<file path="src/exec_pkg.sv">
`default_nettype none

package exec_pkg;

    // datapath widths
    localparam int DATA_W     = 32;   // register and result width
    localparam int REG_ADDR_W = 5;    // 32 registers per bank
    localparam int IMM_W      = 18;   // immediate field, sign-extended to DATA_W
    localparam int OP_W       = 4;    // operation code width
    localparam int R_PAD_W    = 13;   // unused tail of a register-register word

    // operation codes, anything not listed here gives a zero result
    typedef enum logic [OP_W-1:0] {
        op_add   = 4'd0,   // rs1 + rs2
        op_sub   = 4'd1,   // rs1 - rs2
        op_and   = 4'd2,
        op_or    = 4'd3,
        op_xor   = 4'd4,
        op_addi  = 4'd5,   // rs1 + imm
        op_loadi = 4'd6    // imm alone
    } alu_op_e;

    // register-register view of the instruction word
    typedef struct packed {
        alu_op_e               op;    // [31:28]
        logic [REG_ADDR_W-1:0] rd;    // [27:23]
        logic [REG_ADDR_W-1:0] rs1;   // [22:18]
        logic [REG_ADDR_W-1:0] rs2;   // [17:13]
        logic [R_PAD_W-1:0]    pad;   // [12:0] ignored
    } r_fmt_t;

    // register-immediate view, imm overlays rs2 and pad
    typedef struct packed {
        alu_op_e               op;
        logic [REG_ADDR_W-1:0] rd;
        logic [REG_ADDR_W-1:0] rs1;
        logic [IMM_W-1:0]      imm;   // two's complement
    } i_fmt_t;

    // one 32-bit word, decoded either way depending on op
    typedef union packed {
        r_fmt_t r;
        i_fmt_t i;
    } exec_instr_u;

    // execute-stage record, registered in issue_ctrl
    typedef struct packed {
        logic                  valid;
        alu_op_e               op;
        logic [REG_ADDR_W-1:0] rd;
        logic                  use_imm;   // operand b comes from imm_ext
        logic [DATA_W-1:0]     imm_ext;
    } issue_t;

    // writeback to both banks, also the unit's result
    typedef struct packed {
        logic                  valid;   // bank write enable
        logic [REG_ADDR_W-1:0] rd;      // bank write address
        logic [DATA_W-1:0]     data;
    } wb_t;

endpackage

`default_nettype wire

</file>
<file path="src/sdpram.sv">
`timescale 1ns/1ps
`default_nettype none

// simple dual-port ram, one write port and one read port on a common clock
// read latency is one cycle, the array itself behaves read-first
// write_first mode patches a same-address write over the stale array output
module sdpram #(
    parameter int ADDR_WIDTH = 6,
    parameter int DATA_WIDTH = 32,
    parameter     WRITE_MODE = "write_first"   // or "read_first"
) (
    input  wire logic                  clk,
    input  wire logic                  reset,

    input  wire logic                  en,      // shared enable for both ports
    input  wire logic                  we,
    input  wire logic [ADDR_WIDTH-1:0] raddr,
    input  wire logic [ADDR_WIDTH-1:0] waddr,
    input  wire logic [DATA_WIDTH-1:0] wdata,
    output logic      [DATA_WIDTH-1:0] rdata
);

    localparam int DEPTH = 1 << ADDR_WIDTH;

    logic [DATA_WIDTH-1:0] mem [DEPTH];   // contents undefined until written
    logic [DATA_WIDTH-1:0] dout;          // registered array output
    logic [DATA_WIDTH-1:0] din;           // copy of the last write data
    logic                  conflict;      // last read hit the address being written

    // array port, stands in for the vendor block ram
    always_ff @(posedge clk) begin
        if (en) begin
            if (we) begin
                mem[waddr] <= wdata;
            end
            dout <= mem[raddr];   // old contents on a same-address write
        end
    end

    // conflict flag, held along with dout while en is low
    always_ff @(posedge clk) begin
        if (reset) begin
            conflict <= 1'b0;
        end else if (en) begin
            conflict <= we && (raddr == waddr);
        end
    end

    // payload only, follows the conflict flag
    always_ff @(posedge clk) begin
        if (en) begin
            din <= wdata;
        end
    end

    generate
        if (WRITE_MODE == "write_first") begin : g_write_first
            // new data wins when the read and the write met at the same edge
            assign rdata = conflict ? din : dout;
        end else begin : g_read_first
            assign rdata = dout;   // conflict and din are left unused here
        end
    endgenerate

endmodule

`default_nettype wire

</file>
<file path="src/issue_ctrl.sv">
`timescale 1ns/1ps
`default_nettype none

// front of the slice
// splits the instruction word into bank read addresses (combinational)
// and an execute-stage record registered for the following cycle
module issue_ctrl (
    input  wire logic                               clk,
    input  wire logic                               reset,

    input  wire logic                               instr_valid,
    input  wire exec_pkg::exec_instr_u              instr,
    input  wire logic                               wb_valid,   // write pending in the banks

    output logic      [exec_pkg::REG_ADDR_W-1:0]    raddr_a,
    output logic      [exec_pkg::REG_ADDR_W-1:0]    raddr_b,
    output logic                                    ram_en,
    output exec_pkg::issue_t                        issue
);

    // width of the sign fill above the immediate field
    localparam int EXT_W = exec_pkg::DATA_W - exec_pkg::IMM_W;

    exec_pkg::alu_op_e                op;         // op sits at the same bits in both views
    logic [exec_pkg::REG_ADDR_W-1:0]  rd;
    logic [exec_pkg::IMM_W-1:0]       imm;
    logic [exec_pkg::DATA_W-1:0]      imm_ext;
    logic                             use_imm;
    exec_pkg::issue_t                 issue_q;

    // field extraction from the union
    assign op  = instr.r.op;
    assign rd  = instr.r.rd;
    assign imm = instr.i.imm;       // only meaningful for the immediate forms

    // sign extension of the 18-bit immediate
    assign imm_ext = {{EXT_W{imm[exec_pkg::IMM_W-1]}}, imm};

    // immediate forms take operand b from the word, not from bank_b
    always_comb begin
        case (op)
            exec_pkg::op_addi,
            exec_pkg::op_loadi: use_imm = 1'b1;
            default:            use_imm = 1'b0;   // reg-reg and unused codes
        endcase
    end

    // read addresses go straight to the banks in the issue cycle
    // rs1 lines up in both views, rs2 only exists in the r view
    assign raddr_a = instr.r.rs1;
    assign raddr_b = instr.r.rs2;   // reads a don't-care register for i forms

    // banks share one enable, the write port needs it as well
    assign ram_en = instr_valid || wb_valid;

    // execute-stage record
    // only valid is cleared, the payload is loaded with each accepted word
    always_ff @(posedge clk) begin
        if (reset) begin
            issue_q.valid <= 1'b0;
        end else begin
            issue_q.valid <= instr_valid;   // a bubble follows an idle cycle
        end
        if (instr_valid) begin
            issue_q.op      <= op;
            issue_q.rd      <= rd;
            issue_q.use_imm <= use_imm;
            issue_q.imm_ext <= imm_ext;
        end
    end

    assign issue = issue_q;

endmodule

`default_nettype wire

</file>
<file path="src/alu.sv">
`timescale 1ns/1ps
`default_nettype none

// execute stage, purely combinational
// operand a comes from bank_a, operand b from bank_b or the immediate
module alu (
    input  wire exec_pkg::issue_t                  issue,
    input  wire logic [exec_pkg::DATA_W-1:0]       opnd_a,   // rs1 value
    input  wire logic [exec_pkg::DATA_W-1:0]       opnd_b,   // rs2 value
    output exec_pkg::wb_t                          wb
);

    logic [exec_pkg::DATA_W-1:0] b_sel;   // second operand after the immediate mux
    logic [exec_pkg::DATA_W-1:0] res;

    // immediate forms ignore bank_b
    assign b_sel = issue.use_imm ? issue.imm_ext : opnd_b;

    always_comb begin
        case (issue.op)
            exec_pkg::op_add:   res = opnd_a + b_sel;
            exec_pkg::op_sub:   res = opnd_a - b_sel;   // wraps mod 2^32
            exec_pkg::op_and:   res = opnd_a & b_sel;
            exec_pkg::op_or:    res = opnd_a | b_sel;
            exec_pkg::op_xor:   res = opnd_a ^ b_sel;
            exec_pkg::op_addi:  res = opnd_a + b_sel;   // b_sel holds imm here
            exec_pkg::op_loadi: res = b_sel;            // rs1 is not used
            default:            res = '0;               // unused codes still write rd
        endcase
    end

    // writeback record, valid doubles as the bank write enable
    assign wb.valid = issue.valid;
    assign wb.rd    = issue.rd;
    assign wb.data  = res;

endmodule

`default_nettype wire

</file>
<file path="src/reg_exec_unit.sv">
`timescale 1ns/1ps
`default_nettype none

// register-file execute slice
// issue_ctrl -> two register banks (one per read port) -> alu -> writeback
// a dependent instruction on the next cycle sees the new value
// through the bank write-first bypass
module reg_exec_unit (
    input  wire logic                   clk,
    input  wire logic                   reset,

    input  wire logic                   instr_valid,
    input  wire exec_pkg::exec_instr_u  instr,
    output exec_pkg::wb_t               result
);

    logic [exec_pkg::REG_ADDR_W-1:0] raddr_a;
    logic [exec_pkg::REG_ADDR_W-1:0] raddr_b;
    logic                            ram_en;
    exec_pkg::issue_t                issue;
    logic [exec_pkg::DATA_W-1:0]     rdata_a;   // rs1 operand
    logic [exec_pkg::DATA_W-1:0]     rdata_b;   // rs2 operand
    exec_pkg::wb_t                   wb;

    issue_ctrl u_issue_ctrl (
        .clk         (clk),
        .reset       (reset),
        .instr_valid (instr_valid),
        .instr       (instr),
        .wb_valid    (wb.valid),
        .raddr_a     (raddr_a),
        .raddr_b     (raddr_b),
        .ram_en      (ram_en),
        .issue       (issue)
    );

    // both copies take every writeback so they always hold the same contents
    sdpram #(
        .ADDR_WIDTH (exec_pkg::REG_ADDR_W),
        .DATA_WIDTH (exec_pkg::DATA_W),
        .WRITE_MODE ("write_first")
    ) bank_a (
        .clk   (clk),
        .reset (reset),
        .en    (ram_en),
        .we    (wb.valid),
        .raddr (raddr_a),
        .waddr (wb.rd),
        .wdata (wb.data),
        .rdata (rdata_a)
    );

    sdpram #(
        .ADDR_WIDTH (exec_pkg::REG_ADDR_W),
        .DATA_WIDTH (exec_pkg::DATA_W),
        .WRITE_MODE ("write_first")
    ) bank_b (
        .clk   (clk),
        .reset (reset),
        .en    (ram_en),
        .we    (wb.valid),
        .raddr (raddr_b),
        .waddr (wb.rd),
        .wdata (wb.data),
        .rdata (rdata_b)
    );

    alu u_alu (
        .issue  (issue),
        .opnd_a (rdata_a),
        .opnd_b (rdata_b),
        .wb     (wb)
    );

    assign result = wb;   // the writeback is also the unit's output

endmodule

`default_nettype wire

</file>
<file path="config.mk">
export PLATFORM = sky130hd
export DESIGN_NAME = reg_exec_unit
export DESIGN_NICKNAME = d
export VERILOG_FILES = /design/src/exec_pkg.sv /design/src/sdpram.sv /design/src/issue_ctrl.sv /design/src/alu.sv /design/src/reg_exec_unit.sv
export SDC_FILE = /design/constraint.sdc
export NUM_CORES = 2
export LEC_CHECK = 0
export ABC_AREA = 0
export BUFFER_PORTS_ARGS = -buffer_cell sky130_fd_sc_hd__buf_2
export CAP_MARGIN = 5
export CORE_UTILIZATION = 51
export DETAILED_ROUTE_END_ITERATION = 12
export PLACE_DENSITY_LB_ADDON = 0.12
export SLEW_MARGIN = 20
export SYNTH_ARGS = -nofsm -noshare
export SYNTH_HDL_FRONTEND = slang
export SYNTH_SLANG_ARGS = --single-unit
</file>
<file path="constraint.sdc">
create_clock -name clk -period 5.77 [get_ports clk]
set_input_delay 0.2885 -clock clk [delete_from_list [all_inputs] [get_ports clk]]
set_output_delay 0.2885 -clock clk [all_outputs]
set_load 0.03 [all_outputs]
</file>
==> flow_summary.toml <==
[power]
pwr-share-comb_pct = 16.7
p_switching_mw = 5.68
swShare_pct = 26.3
p_int_mw = 15.9
p_leak_nw = 20.9
clock_power_share_pct = 37.0
ir_worst_vdd_mv = 0.330
p_total_mw = 21.6
power_density_nw_per_um2 = 337
pwr-share-seq_pct = 46.3

[worst_setup_path]
cp-start-kind = "register"
worstPathRequired_ns = 5.48
max_stage_delay_ns = 0.52
worst_path_most_repeated_cell = "buf_4"
crit_path_cell_trace = "buf_12 -> mux2i_1 -> o21a_1 -> inv_2 -> nor4_4 -> buf_4 -> nand3b_2 -> o21ai_1 -> xnor2_1 -> ha_1 -> a21oi_2 -> nor3b_1 -> nand3_1 -> a31oi_4 -> buf_4 -> o21bai_1 -> a21oi_1 -> xor2_1 -> o221ai_4 -> buf_2"
cp_num_buf_inv = 5
cp_slowest_cell = "o221ai_4"
path_delay_family = "compound AO/OA/AOI/OAI gates"
cp_max_fo = 9
crit_arrival_ns = 5.39
setup.worst_path.end_class = "output pin"
worstSetupPathType = "register to output pin"

[sta]
min_period_ns = 5.68
clock-skew-final_ns = 0.0518
hold_viol = 0
worstMarginPinSlew_ns = 1.20
rsz0062_at_grt = "yes"
setup_viol = 0
fin_setup_tns_ns = 0
fin_crit_sh_pct = 98.5
fmax_mhz = 176
slew_headroom_pct = 20.2
slew_violations = 0

[floorplan]
io_pins = 73
rows = 121
die_h_microns = 333
dieArea_sq_um = 111000
die_x_microns = 333
start_util_pct = 51.5
core_sq_um = 109000

[hold_path]
min-delay-path-class = "primary input to register"

[drt]
viasPerCell = 6.96
dr.pass1.iters = 6
wire_per_inst_microns = 36.6
ant_nets = 0
num_vias = 31500
routed_wl_microns = 165000
drtIter0Drc = 3695
drc = 0

[place]
io_buffer_count = 72
place.gp.congestion = 0.925
place_inst = 4244
hpwl_microns = 97100
dpl_cell_area_sq_um = 59100

[clock_network]
numCtsBuffers = 118
cts_tree = "done"
cts_buffer_depth = 3
cts.clk_slew.worst_paths_ns = 0.06
clock_latency_ns = 0.72
cts_root_buffer = "clkbuf_16"
cts.sinks = 1151
htreeDepth = 3

[flow_run]
drv_cap = 0

[synth]
synth_top_area_share_pct = 61.6
synth_top_cell_by_area = "edfxtp_1"
synth_warnings = 0
synthArstFlopShare_pct = 0
syn_inst = 2812
syn-num-nets = 2949
dominantRegCellSynth = "edfxtp_1"
synthesis.area_sq_um = 56000
syn_avg_cell_area_sq_um = 19.9
synth.top_cells.by_area = "edfxtp_1 62%, mux4_2 26%, ha_1 2.3%"
ys_seq_area_share_pct = 61.7
synth-edff-count = 1148
synth_seq_cells = 1151
yosysUniqueCellTypes = 72

[final_layout]
area_growth_pct = 14.5
layout-drive-gt1-share_pct = 41.9
final_area_sq_um = 64100
layout_commonest_cell = "edfxtp_1"
final_util_pct = 58.9
finalNonFillerCells = 4519
layout_common_cells = "1148 x edfxtp_1, 640 x mux4_2, 160 x buf_4"
nNetsFinal = 3144

[global_route]
grt_pass1_wl_microns = 236000
grt_start_max_net_pins = 99
grt_overflow = 0
antenna_found_initial = 7
grtUsageTotal_pct = 30.1
grt_pass1_vias = 32600

[run_status]
status = "completed"
stage by stage:
| stage | worst slack (ns) | hold WS (ns) |
|---|---|---|
| 2_1_floorplan | 0.0173 | 0.360 |
| 3_3_place_gp | 0.164 | 0.467 |
| 3_5_place_dp | 0.0228 | 0.468 |
| 4_1_cts | 0.00888 | 0.151 |
| 5_1_grt | -0.0817 | 0.184 |
| 6_report | 0.0876 | 0.200 |
worst paths after layout:
path / endpoint / slack (ns) / cells after the start / start
hold reg to reg: bank_b.conflict$_SDFFE_PP0N_ / 0.68 / 2 / bank_b.conflict$_SDFFE_PP0N_
hold / removal: u_issue_ctrl.issue[13]$_DFFE_PP_ / 0.20 / 1 / instr[13]
setup reg to reg: bank_b.mem[11][30]$_DFFE_PP_ / 0.54 / 24 / bank_b.conflict$_SDFFE_PP0N_
setup / recovery: result[16] / 0.09 / 20 / bank_b.conflict$_SDFFE_PP0N_
power groups by stage:
stage | registers (mW) | logic (mW) | clock network (mW)
after global placement | 10.2 | 3.22 | 0
after floorplan | 10.2 | 2.06 | 0
after detailed placement | 10.2 | 3.29 | 0
after CTS | 9.99 | 3.41 | 8.09
after global routing | 10.0 | 3.85 | 8.38
final | 10.0 | 3.60 | 7.99
per-layer routing:
layer  global-route usage [%]  wire, microns
met1                     43.3          65700
met2                     47.0          78600
met3                     5.95          16100
met4                     9.27           4880
met5                        0              0
registers in the layout, indices dropped and copies added (netlist names):
register            count
bank_a.conflict         1
bank_a.dout            32
bank_a.mem             32
bank_b.conflict         1
bank_b.din             32
bank_b.dout            32
bank_b.mem            992
u_issue_ctrl.issue     29
cell type report:
| type | instances | area [sq um] |
|---|---|---|
| fill | 7811 | 44700 |
| inverter | 76 | 288 |
| clock inverter | 87 | 1010 |
| timing repair buffer | 276 | 2310 |
| antenna | 1 | 2.50 |
| clock buffer | 130 | 3040 |
| sequential | 1151 | 34500 |
| tap | 1414 | 1770 |
| multi-input combinational | 1384 | 21200 |
kinds of logic after synthesis:
| logic type | after synthesis | synth area share (%) |
|---|---|---|
| xor+xnor | 66 | 1.05 |
| compound gates | 224 | 2.84 |
| simple gates | 224 | 2.00 |
| buf+inv | 278 | 1.98 |
| mux | 767 | 28.2 |
| fa+ha+maj | 102 | 2.29 |
| flops | 1151 | 61.7 |
what timing repair did:
action | in CTS | in global routing
hold buffers | 23 | 0
setup buffers | 8 | 24
gates cloned | 0 | 1
endpoints found under the setup margin | 14 | 15
hold endpoints to repair | 26 | 0
pin swaps | 6 | 34
resized for setup | 27 | 66
cells in the mapped netlist (6+ instances only):
master / instances
a221oi_1: 29
nand2b_1: 8
ha_1: 101
o221ai_1: 24
o21a_1: 16
mux4_2: 640
nand3b_1: 7
buf_1: 56
o21ai_0: 38
mux2_2: 73
xnor2_1: 49
nand2_1: 50
edfxtp_1: 1148
o21bai_1: 6
a21o_1: 8
inv_1: 73
nand3_1: 10
a31oi_1: 13
buf_4: 8
clkbuf_1: 128
nor3_1: 8
a21oi_1: 39
nor2b_1: 12
and3_1: 6
nor3b_1: 9
nor2_1: 91
buf_2: 8
xor2_1: 16
mux2i_1: 53
(Power assumes the default switching activity.)
